**src/vga_timing_pkg.sv**
```systemverilog
package vga_timing_pkg;

	// default mode is 800x480, pixel clock around 33 MHz
	// horizontal values are in pixels
	localparam int def_width = 800;        // visible pixels per line
	localparam int def_h_front_porch = 32; // blank before hsync
	localparam int def_h_sync = 120;       // hsync pulse length
	localparam int def_h_back_porch = 32;  // blank after hsync

	// vertical values are in lines
	localparam int def_height = 480;       // visible lines per frame
	localparam int def_v_front_porch = 8;  // blank lines before vsync
	localparam int def_v_sync = 5;         // vsync pulse length in lines
	localparam int def_v_back_porch = 13;  // blank lines after vsync

	// line total = width + front porch + sync + back porch
	// frame total = height + front porch + sync + back porch
	// the whole vertical blank is the window for reloading the framebuffer
	// and the palette, that is a lot of clocks at this mode:
	// (8 + 5 + 13) lines times 984 pixels

endpackage
```
**src/vga_ctl.sv**
```systemverilog
module vga_ctl import vga_timing_pkg::*; #(
	parameter int width = def_width,
	parameter int h_front_porch = def_h_front_porch,
	parameter int h_sync = def_h_sync,
	parameter int h_back_porch = def_h_back_porch,
	parameter int height = def_height,
	parameter int v_front_porch = def_v_front_porch,
	parameter int v_sync = def_v_sync,
	parameter int v_back_porch = def_v_back_porch
) (
	input logic vga_clk,
	input logic reset_n,      // async, active low

	// colour from the pixel pipeline, valid in the same cycle as the position
	input logic [7:0] red,
	input logic [7:0] green,
	input logic [7:0] blue,

	output logic [7:0] vga_red,  // zero outside the visible area
	output logic [7:0] vga_green,
	output logic [7:0] vga_blue,
	output logic vga_hsync,      // active low at the pin
	output logic vga_vsync,

	// blank levels for the framebuffer side, combinational on position
	output logic fb_hblank,
	output logic fb_vblank
);

	localparam int pixels_per_line = width + h_front_porch + h_sync + h_back_porch;
	localparam int lines_per_frame = height + v_front_porch + v_sync + v_back_porch;
	localparam int xbits = $clog2(pixels_per_line);
	localparam int ybits = $clog2(lines_per_frame);

	// compare values sized to the counters
	localparam logic [xbits-1:0] x_last = xbits'(pixels_per_line - 1);
	localparam logic [ybits-1:0] y_last = ybits'(lines_per_frame - 1);
	localparam logic [xbits-1:0] x_vis = xbits'(width);
	localparam logic [ybits-1:0] y_vis = ybits'(height);
	localparam logic [xbits-1:0] hs_on = xbits'(width + h_front_porch - 1);
	localparam logic [xbits-1:0] hs_off = xbits'(width + h_front_porch + h_sync - 1);
	localparam logic [ybits-1:0] vs_on = ybits'(height + v_front_porch - 1);
	localparam logic [ybits-1:0] vs_off = ybits'(height + v_front_porch + v_sync - 1);

	logic [xbits-1:0] x_pos;  // pixel within the line
	logic [ybits-1:0] y_pos;  // line within the frame
	logic x_max, y_max;
	logic hsync_q, vsync_q;   // active high internally
	logic visible;

	assign x_max = (x_pos == x_last);
	assign y_max = (y_pos == y_last);

	assign fb_hblank = (x_pos >= x_vis);
	assign fb_vblank = (y_pos >= y_vis);
	assign visible = !fb_hblank && !fb_vblank;

	always_ff @(posedge vga_clk or negedge reset_n) begin
		if (!reset_n) begin
			x_pos <= '0;
			y_pos <= '0;
			hsync_q <= 1'b0;  // pins come out of reset inactive (high)
			vsync_q <= 1'b0;
		end else begin
			if (x_max) begin
				x_pos <= '0;
				y_pos <= y_max ? '0 : y_pos + 1'b1;  // wrap at the last line
			end else begin
				x_pos <= x_pos + 1'b1;
			end

			// register so the pulse starts exactly on the window's first pixel
			if (x_pos == hs_on)
				hsync_q <= 1'b1;
			else if (x_pos == hs_off)
				hsync_q <= 1'b0;

			// vsync moves only at line ends, so it spans whole lines
			if (x_max && y_pos == vs_on)
				vsync_q <= 1'b1;
			else if (x_max && y_pos == vs_off)
				vsync_q <= 1'b0;
		end
	end

	assign vga_hsync = ~hsync_q;
	assign vga_vsync = ~vsync_q;

	assign vga_red = visible ? red : '0;
	assign vga_green = visible ? green : '0;
	assign vga_blue = visible ? blue : '0;

	// registered pulse must line up with its counter window
	a_hsync_window: assert property (@(posedge vga_clk) disable iff (!reset_n)
		hsync_q |-> (x_pos > hs_on && x_pos <= hs_off));

	a_line_range: assert property (@(posedge vga_clk) disable iff (!reset_n)
		y_pos <= y_last);

endmodule

```
**config.mk**
```make
export PLATFORM = sky130hd
export DESIGN_NAME = vga_ctl
export DESIGN_NICKNAME = d
export VERILOG_FILES = /design/src/vga_timing_pkg.sv /design/src/vga_ctl.sv
export SDC_FILE = /design/constraint.sdc
export NUM_CORES = 1
export LEC_CHECK = 0
export BUFFER_PORTS_ARGS = -buffer_cell sky130_fd_sc_hd__buf_4
export CORE_ASPECT_RATIO = 1.2
export CORE_MARGIN = 1
export CORE_UTILIZATION = 51
export CTS_CLUSTER_SIZE = 30
export DETAILED_ROUTE_END_ITERATION = 12
export PLACE_DENSITY = 0.84
export SETUP_SLACK_MARGIN = 0.02
export SLEW_MARGIN = 20
export SYNTH_ARGS = -nofsm -noshare
export SYNTH_HDL_FRONTEND = slang
export SYNTH_SLANG_ARGS = --single-unit
```
**constraint.sdc**
```tcl
create_clock -name vga_clk -period 3.26 [get_ports vga_clk]
set_input_delay 0.326 -clock vga_clk [delete_from_list [all_inputs] [get_ports vga_clk]]
set_output_delay 0.326 -clock vga_clk [all_outputs]
set_load 0.01 [all_outputs]
```
* After elaboration in Yosys (flattened, before gate mapping) *
Cells that the tools add are included.

word-level totals
  flip-flop bits (word level) = 21
  input port bits = 26
  output and inout bits = 28
  logic and storage cells = 32

cells by class
  add/sub/neg operators = 2
  magnitude comparators = 2
  equality and inequality tests = 6
  mux-type cells = 9
  bitwise logic cells = 2
  reductions and logical operators = 7

operators with widths
  operator                                                          number
  10-bit equality test (second input constant)                      3
  9-bit equality test (second input constant)                       3
  8-bit 2-to-1 mux                                                  3
  10-bit by 1-bit adder with 10-bit output (second input constant)  1
  10-bit greater-or-equal comparator (second input constant)        1
  10-bit 2-to-1 mux                                                 1
  9-bit by 1-bit adder with 9-bit output (second input constant)    1
  9-bit greater-or-equal comparator (second input constant)         1
  9-bit 2-to-1 mux                                                  1
  1-bit 2-to-1 mux                                                  4
  2-bit nonzero test                                                2
  1-bit logical AND                                                 3
  1-bit zero test                                                   2
  1-bit NOT                                                         2

* Longest topological paths before layout *
Gate-level depths: netlist of the first run.

  depth after elaboration = 4
  gate-level depth with buffers = 7
  mapped depth without buffers = 6

* Worst setup path before layout of the first run *
No wires, ideal clock.

  path type = register to output
  start = reg x_pos[6]
  end = out vga_blue[0]
  arrival time = 1.365 ns
  setup slack = 1.569 ns
  stages on the path, launching flop included = 6
  path through = dfrtp_1 -> buf_4 -> o31a_1 -> nor2_1 -> buf_2 -> and2_1

between the ends
  cells in the longest elaborated chain, start to end = 4

ends and longest elaborated chain
  what                                line           source
  start: declaration                  vga_ctl.sv:45  logic [xbits-1:0] x_pos;
  start signal: assignment            vga_ctl.sv:69  x_pos <= x_pos + 1'b1;
  10-bit greater-or-equal comparator  vga_ctl.sv:54  assign fb_hblank = (x_pos >= x_vis);
  via fb_hblank                       vga_ctl.sv:26  output logic fb_hblank,
  1-bit zero test                     vga_ctl.sv:56  assign visible = !fb_hblank && !fb_vblank;
  1-bit logical AND                   vga_ctl.sv:56
  8-bit 2-to-1 mux                    vga_ctl.sv:91  assign vga_blue = visible ? blue : '0;
  end: declaration                    vga_ctl.sv:21  output logic [7:0] vga_blue,

The timed path passes the listed nets, and every way through them passes these cells.

* Worst setup path after layout of the first run *
  start = reg x_pos[6]
  end = out vga_green[6]

between the ends
  cells in the longest elaborated chain, start to end = 4

ends and longest elaborated chain
  what                                line           source
  10-bit greater-or-equal comparator  vga_ctl.sv:54
  1-bit zero test                     vga_ctl.sv:56
  1-bit logical AND                   vga_ctl.sv:56
  8-bit 2-to-1 mux                    vga_ctl.sv:90  assign vga_green = visible ? green : '0;
  end: declaration                    vga_ctl.sv:20  output logic [7:0] vga_green,

Every way passes these cells.

==> flow_summary.json, run 1 <==
{
  "status": "complete, no violations",
  "yosys_warnings": 0,
  "critPathKind": "register to output port",
  "start_util_pct": 55.8,
  "cp_data_required_time_ns": 2.93,
  "worstPathMaxFanout": 24,
  "die_width_um": 48.6,
  "detail-route-antenna-nets": 0,
  "grt_max_degree": 25,
  "totalWireLength_um": 3130,
  "maxSlewHeadroom_pct": 36.8,
  "cts_tree": "built",
  "diodes": 0,
  "hpwl_um": 2370,
  "drv_slew": 0,
  "cts-root-buf": "clkbuf_4",
  "htree_levels": 1,
  "final-setup-viol-count": 0,
  "period_share_pct": 78.8,
  "clock_skew_ns": 0.00164,
  "critPathLaunchType": "register",
  "clock_latency_ns": 0.31,
  "synth_fp_nets": 181,
  "period_minus_slack_ns": 2.57,
  "dr_total_vias": 1233,
  "yosysSeqAreaShare_pct": 39.6,
  "post-route-cell-area_sq_um": 1760,
  "max_slew.worst_pin.slew_ns": 0.944,
  "multiInputGateArea_sq_um": 722,
  "hold-worst-slack_ns": 0.421,
  "drive_above_1_share_pct": 30.0,
  "rrSetupSlack_ns": 1.24,
  "grt.total_usage_pct": 23.2,
  "numCtsBuffers": 3,
  "grt_pass1_wl_um": 5150,
  "port-buffer-count": 53,
  "grt_pass1_vias": 1130,
  "fill_cells": 184,
  "place_area_sq_um": 1720,
  "grt-ovfl-total": 0,
  "cts_resized": 0,
  "p_per_area_nw_per_um2": 263,
  "slowest_delay_ns": 0.73,
  "antenna_found_initial": 0,
  "drt-initial-drc-count": 26,
  "rsz0062_at_grt": "no",
  "hold_viol": 0,
  "peakVddDrop_v": 0.000304,
  "place_inst": 226,
  "path_cells": "o31a_1 -> nor2_1 -> and2_1 -> buf_4",
  "syn_area_per_cell_sq_um": 8.85,
  "crit_path_end_kind": "output port",
  "dieArea_sq_um": 2810,
  "slowest_stage": "nor2_1",
  "syn_area_sq_um": 1330,
  "layout.cells.non_filler": 231,
  "drc_errors": 0,
  "post_drt_wl_per_cell_um": 13.5,
  "drv_cap": 0,
  "pin_count": 54,
  "firstDrtPassIters": 4,
  "row_count": 19,
  "synth_cells": 150,
  "gp_congestion": 0.777,
  "coreArea_sq_um": 2380,
  "synthDistinctLibCells": 34,
  "vias_per_cell": 5.34,
  "synthToLayoutAreaGrowth_pct": 32.2,
  "synth-seq-cells": 21,
  "regArea_sq_um": 526,
  "hold_path_class": "primary input to async pin",
  "clk_pin_slew_ns": 0.12,
  "finalNetCount": 232,
  "clock_path_buffers": 2,
  "fmax_mhz": 389,
  "arrival_ns": 2.24,
  "leakagePower_nw": 0.855,
  "clock-sinks": 21,
  "final.setup.tns_ns": 0,
  "fp.dieH_um": 57.9
}
## placed cells by master (no fill, tap or decap), drive strengths merged
cell type | Yosys | routed
buf | 7 | 53
and2 | 26 | 26
dfrtp | 21 | 21
nor2 | 13 | 13
nand3 | 10 | 10
o21ai | 10 | 10
inv | 9 | 9
nand2 | 6 | 6
ha | 5 | 5
xnor2 | 4 | 4
nand4 | 4 | 4
a21oi | 4 | 4
and4b | 3 | 3
and3 | 3 | 3
nor3 | 3 | 3
xor2 | 3 | 3
nor3b | 3 | 3
clkbuf | 1 | 3
and4 | 2 | 2
or3 | 2 | 2
a21o | 2 | 2
o31a | 1 | 1
and3b | 1 | 1
a31oi | 1 | 1
a22oi | 1 | 1
o31ai | 1 | 1
a22o | 1 | 1
a32o | 1 | 1
nand3b | 1 | 1
mux2 | 1 | 1
clkinv | 0 | 1
dlygate4sd3 | 0 | 1
## final timing paths
kind / end / cells after the start / start
worst max-delay path: vga_green[6] / 4 / x_pos[6]
worst min-delay path: y_pos[6] / 2 / reset_n
worst max register to register: y_pos[2] / 5 / x_pos[0]
worst min register to register: vsync_q / 2 / vsync_q
max in group asynchronous: y_pos[1] / 2 / reset_n
min in group vga_clk: vsync_q / 2 / vsync_q
## per-layer routing
layer	up-vias	share of wire (%)	global-route usage [%]	wire length [um]
met2	58	48	43.5	1510
li1	610	-	-	-
met4	0	1.5	5.04	48
met3	6	7.3	4.72	227
met5	-	0	0	0
met1	559	43	27.5	1340
## registers in the layout, indices dropped and copies added (netlist names)
name     count
hsync_q      1
vsync_q      1
x_pos       10
y_pos        9
## critical path: cells and delay by family, from the launching register on
family,cells,cell delay (ns)
flops,1,0.49
compound gates,1,0.33
simple gates,2,0.97
buf+inv,1,0.13
## through the flow
step | utilization, % | power, mW | setup slack, ns
final | 73.8 | 0.461 | 0.692
after detailed placement | 72.3 | 0.335 | 1.01
after CTS | 73.8 | 0.463 | 0.647
after floorplan | - | 0.285 | 1.57
after global placement | 72.3 | 0.334 | 1.18
after global routing | 73.8 | 0.473 | 0.485
## report_power, final
| part | internal, mW | switching, mW | leakage (nW) |
|---|---|---|---|
| logic | 0.0446 | 0.0259 | 0.559 |
| registers | 0.260 | 0 | 0.279 |
| clock network | 0.0459 | 0.0845 | 0.0177 |
| total | 0.351 | 0.110 | 0.855 |
## cell usage after synthesis
master    count  share of area, %
buf_2         4               1.5
ha_1          5               4.7
a21o_1        2               1.1
nor3b_1       3               1.7
dfrtp_1      21                40
nand3b_1      1              0.57
a22o_1        1              0.66
nand3_1       9               3.4
and4b_1       3               2.3
nand3_2       1              0.75
xnor2_1       4               2.6
inv_1         9               2.5
mux2_4        1               1.1
buf_4         3               1.7
nand2_1       5               1.4
and3_1        3               1.4
o31ai_1       1              0.57
nand2_2       1              0.47
a32o_1        1              0.75
a21oi_1       4               1.5
o21ai_0       3               1.1
xor2_1        3               2.0
o31a_1        1              0.66
nor3_1        3               1.1
clkbuf_1      1              0.28
and2_1       26                12
a31oi_1       1              0.47
o21ai_1       7               2.6
or3_1         2              0.94
nand4_1       4               1.9
nor2_1       13               3.7
a22oi_1       1              0.57
and4_1        2               1.3
and3b_1       1              0.66
## area by class of cell
| class | instances | area share [%] |
|---|---|---|
| well taps | 31 | 2.21 |
| inverters | 9 | 1.92 |
| clock buffers | 3 | 1.28 |
| clock inverters | 1 | 0.285 |
| multi-input cells | 112 | 41.1 |
| repair buffers | 54 | 23.2 |
| flip-flops and latches | 21 | 29.9 |
## kinds of logic after synthesis
| kind of cell | count (synthesis) | share of synthesized area, % |
|---|---|---|
| simple gates | 77 | 33.8 |
| buf+inv | 17 | 6.03 |
| mux | 1 | 1.13 |
| xor+xnor | 7 | 4.62 |
| compound gates | 22 | 10.1 |
| flops | 21 | 39.6 |
| fa+ha+maj | 5 | 4.71 |
## what timing repair did
item | in CTS | in global routing
buffers inserted | 0 | 0
hold buffers | 1 | 0
endpoints found under the hold margin | 21 | 0
Power figures use the tool's default switching activity.
==> run 2, diff against run 1 <==
--- a/config.mk
+++ b/config.mk
@@ -5,13 +5,14 @@
 export SDC_FILE = /design/constraint.sdc
 export NUM_CORES = 1
 export LEC_CHECK = 0
+export ABC_AREA = 1
 export BUFFER_PORTS_ARGS = -buffer_cell sky130_fd_sc_hd__buf_4
 export CORE_ASPECT_RATIO = 1.2
 export CORE_MARGIN = 1
-export CORE_UTILIZATION = 51
+export CORE_UTILIZATION = 50
 export CTS_CLUSTER_SIZE = 30
 export DETAILED_ROUTE_END_ITERATION = 12
-export PLACE_DENSITY = 0.84
+export PLACE_DENSITY = 0.8
 export SETUP_SLACK_MARGIN = 0.02
 export SLEW_MARGIN = 20
 export SYNTH_ARGS = -nofsm -noshare
==> constraint.sdc (replaced) <==
create_clock -name vga_clk -period 2.6 [get_ports vga_clk]
set_input_delay 0.26 -clock vga_clk [delete_from_list [all_inputs] [get_ports vga_clk]]
set_output_delay 0.26 -clock vga_clk [all_outputs]
set_load 0.01 [all_outputs]
==> flow_summary.json, run 2 <==
{
  "htree_levels": 1,
  "slowest_stage": "o21ai_2",
  "drt-initial-drc-count": 23,
  "peakVddDrop_v": 0.000240,
  "leakagePower_nw": 1.12,
  "pin_count": 54,
  "finalPower_uw": 582,
  "synthToLayoutAreaGrowth_pct": 30.2,
  "grt.total_usage_pct": 23.5,
  "synth_fp_nets": 256,
  "maxSlewHeadroom_pct": 39.6,
  "comb_power_share_pct": 16.9,
  "row_count": 21,
  "critPathLaunchType": "register",
  "hold-worst-slack_ns": 0.355,
  "die_width_um": 52.3,
  "synthDistinctLibCells": 23,
  "totalWireLength_um": 3460,
  "hpwl_um": 2750,
  "final-setup-viol-count": 0,
  "p_sw_share_pct": 24.0,
  "mostFrequentLayoutCells": "buf_4 (54), nand2_1 (52), inv_1 (49)",
  "fill_cells": 264,
  "fmax_mhz": 430,
  "start_util_pct": 53.4,
  "grt-ovfl-total": 0,
  "yosysMostFrequentCell": "nand2_1",
  "regMostFlops": "x_pos",
  "period_minus_slack_ns": 2.32,
  "pwr-share-seq_pct": 56.1,
  "grt_pass1_wl_um": 5860,
  "crit_path_end_kind": "output port",
  "syn_area_per_cell_sq_um": 6.73,
  "hold_path_class": "primary input to async pin",
  "fp.dieH_um": 62.3,
  "dr_total_vias": 1501,
  "grtUsageMet2_pct": 41.7,
  "drv_slew": 0,
  "path_cells": "nand2_1 -> o21ai_2 -> buf_4 -> nor2_2 -> buf_4",
  "worstPathMaxFanout": 17,
  "gp_congestion": 0.868,
  "clock_latency_ns": 0.30,
  "cts-root-buf": "clkbuf_4",
  "grt_max_degree": 22,
  "dieArea_sq_um": 3260,
  "drv_cap": 0,
  "clock-sinks": 21,
  "largest_register_ffs": 10,
  "clock_path_buffers": 2,
  "critPathKind": "register to output port",
  "rsz0062_at_grt": "no",
  "p_per_area_nw_per_um2": 295,
  "post_drt_wl_per_cell_um": 11.0,
  "grt_pass1_vias": 1409,
  "yosys.area.top_type": "dfrtp_1",
  "cp_data_required_time_ns": 2.34,
  "slowest_delay_ns": 0.73,
  "layout_commonest_cell": "buf_4",
  "synth-seq-cells": 21,
  "ys.flop_type": "dfrtp_1",
  "cts_resized": 0,
  "drc_errors": 0,
  "detail-route-antenna-nets": 0,
  "async_flop_share_pct": 100,
  "coreArea_sq_um": 2840,
  "numCtsBuffers": 3,
  "cts_tree": "built",
  "firstDrtPassIters": 4,
  "synth_edf_count": 0,
  "vias_per_cell": 4.77,
  "period_share_pct": 89.4,
  "use_met3_pct": 3.19,
  "antenna_found_initial": 0,
  "drive_above_1_share_pct": 31.0,
  "power_frac_clock_pct": 27.0,
  "p_int_uw": 442,
  "arrival_ns": 2.06,
  "crit_family": "compound AO/OA/AOI/OAI gates",
  "crit_top_cell": "buf_4",
  "final.setup.tns_ns": 0,
  "syn_area_sq_um": 1520,
  "grt_use_met1_pct": 27.4,
  "critPathBufInv": 2,
  "max_slew.worst_pin.slew_ns": 0.906,
  "finalNetCount": 313,
  "synth_cells": 225,
  "top_regs": "x_pos (10), y_pos (9)",
  "hold_viol": 0,
  "yosys_warnings": 0,
  "yosys-top-cells-area": "dfrtp_1 (35%), nand2_1 (13%), inv_1 (12%), nor2_2 (8.7%), nor2_1 (6.7%)",
  "clock_skew_ns": 0.00518,
  "diodes": 0,
  "yosysTopAreaCellShare_pct": 34.7,
  "power_switching_uw": 140,
  "status": "complete, no violations",
  "yosysSeqAreaShare_pct": 34.7,
  "rrSetupSlack_ns": 1.04,
  "clk_pin_slew_ns": 0.12,
  "synth_common_cells": "nand2_1 (52), inv_1 (49), nor2_1 (27), dfrtp_1 (21), nor2_2 (21)",
  "port-buffer-count": 53,
  "grt.busiest_layer": "met2"
}
==> run 2: cell count changes after synthesis, moves of 4 or more <==
cell | before | now
nand2_1 | 5 | 52
inv_1 | 9 | 49
and2_1 | 26 | 0
nor2_2 | 0 | 21
nor2_1 | 13 | 27
nand3_1 | 9 | 15
o21ai_1 | 7 | 1
buf_2 | 4 | 0
xnor2_1 | 4 | 0
==> run 2: repair_timing <==
| item | in CTS | in global routing |
|---|---|---|
| endpoints found under the hold margin | 21 | 0 |
| hold buffers | 1 | 0 |
| buffers inserted | 0 | 0 |
==> run 2: routing by layer <==
layer  share of wire (%)  routed length, um  vias to the layer above
met4                 1.4                 49                        0
met5                   0                  0                        -
met3                 3.0                105                        6
met1                  41               1430                      681
li1                    -                  -                      790
met2                  54               1870                       24
==> run 2: final timing paths <==
check | start | to | cells past startpoint
setup / recovery | y_pos[6] | vga_green[1] | 5
hold / removal | reset_n | x_pos[2] | 2
setup reg to reg | x_pos[1] | vsync_q | 7
hold reg to reg | hsync_q | hsync_q | 2
max in group asynchronous | reset_n | y_pos[8] | 2
min in group vga_clk | hsync_q | hsync_q | 2
==> run 2: per-stage QoR <==
| step | setup WS [ns] | instance area (sq um) | std cells | util (%) |
|---|---|---|---|---|
| floorplan | 1.18 | 1520 | 225 | - |
| detailed placement | 0.621 | 1940 | 310 | 68.2 |
| finish | 0.276 | 1970 | 315 | 69.5 |
| CTS | 0.265 | 1970 | 315 | 69.5 |
| global route | 0.127 | 1970 | 315 | 69.5 |
| global placement | 0.649 | 1940 | 310 | 68.2 |
==> run 2: power groups by stage <==
stage | clock [mW] | combinational [mW] | sequential [mW]
floorplan | 0 | 0.0334 | 0.333
global placement | 0 | 0.0975 | 0.333
detailed placement | 0 | 0.0985 | 0.333
CTS | 0.168 | 0.100 | 0.327
global route | 0.178 | 0.108 | 0.327
finish | 0.157 | 0.0985 | 0.326
==> run 2: kinds of logic after synthesis <==
logic type               synth area share [%]
AND/OR/NAND/NOR                          41.3
AO/OA/AOI/OAI                            5.53
flip-flops                               34.7
buffers and inverters                    14.4
adder cells (fa/ha/maj)                  4.13
==> run 2: worst reg2reg max path, cell delays in order, from the launching register on <==
cell and delay (ns):
dfrtp_1 0.42, ha_1 0.18, nand2_1 0.12, nor2_4 0.15, nand3_1 0.27, nor2_1 0.20
nand3_1 0.09, nand2_1 0.07
==> run 2: area by class of cell <==
type | count | area (sq um) | share of cell area (%)
Multi-Input combinational cell | 151 | 772 | 39.1
Sequential cell | 21 | 526 | 26.6
Timing Repair Buffer | 55 | 415 | 21.1
Inverter | 50 | 190 | 9.64
Tap cell | 34 | 42.5 | 2.16
Clock buffer | 3 | 22.5 | 1.14
Clock inverter | 1 | 5.00 | 0.254
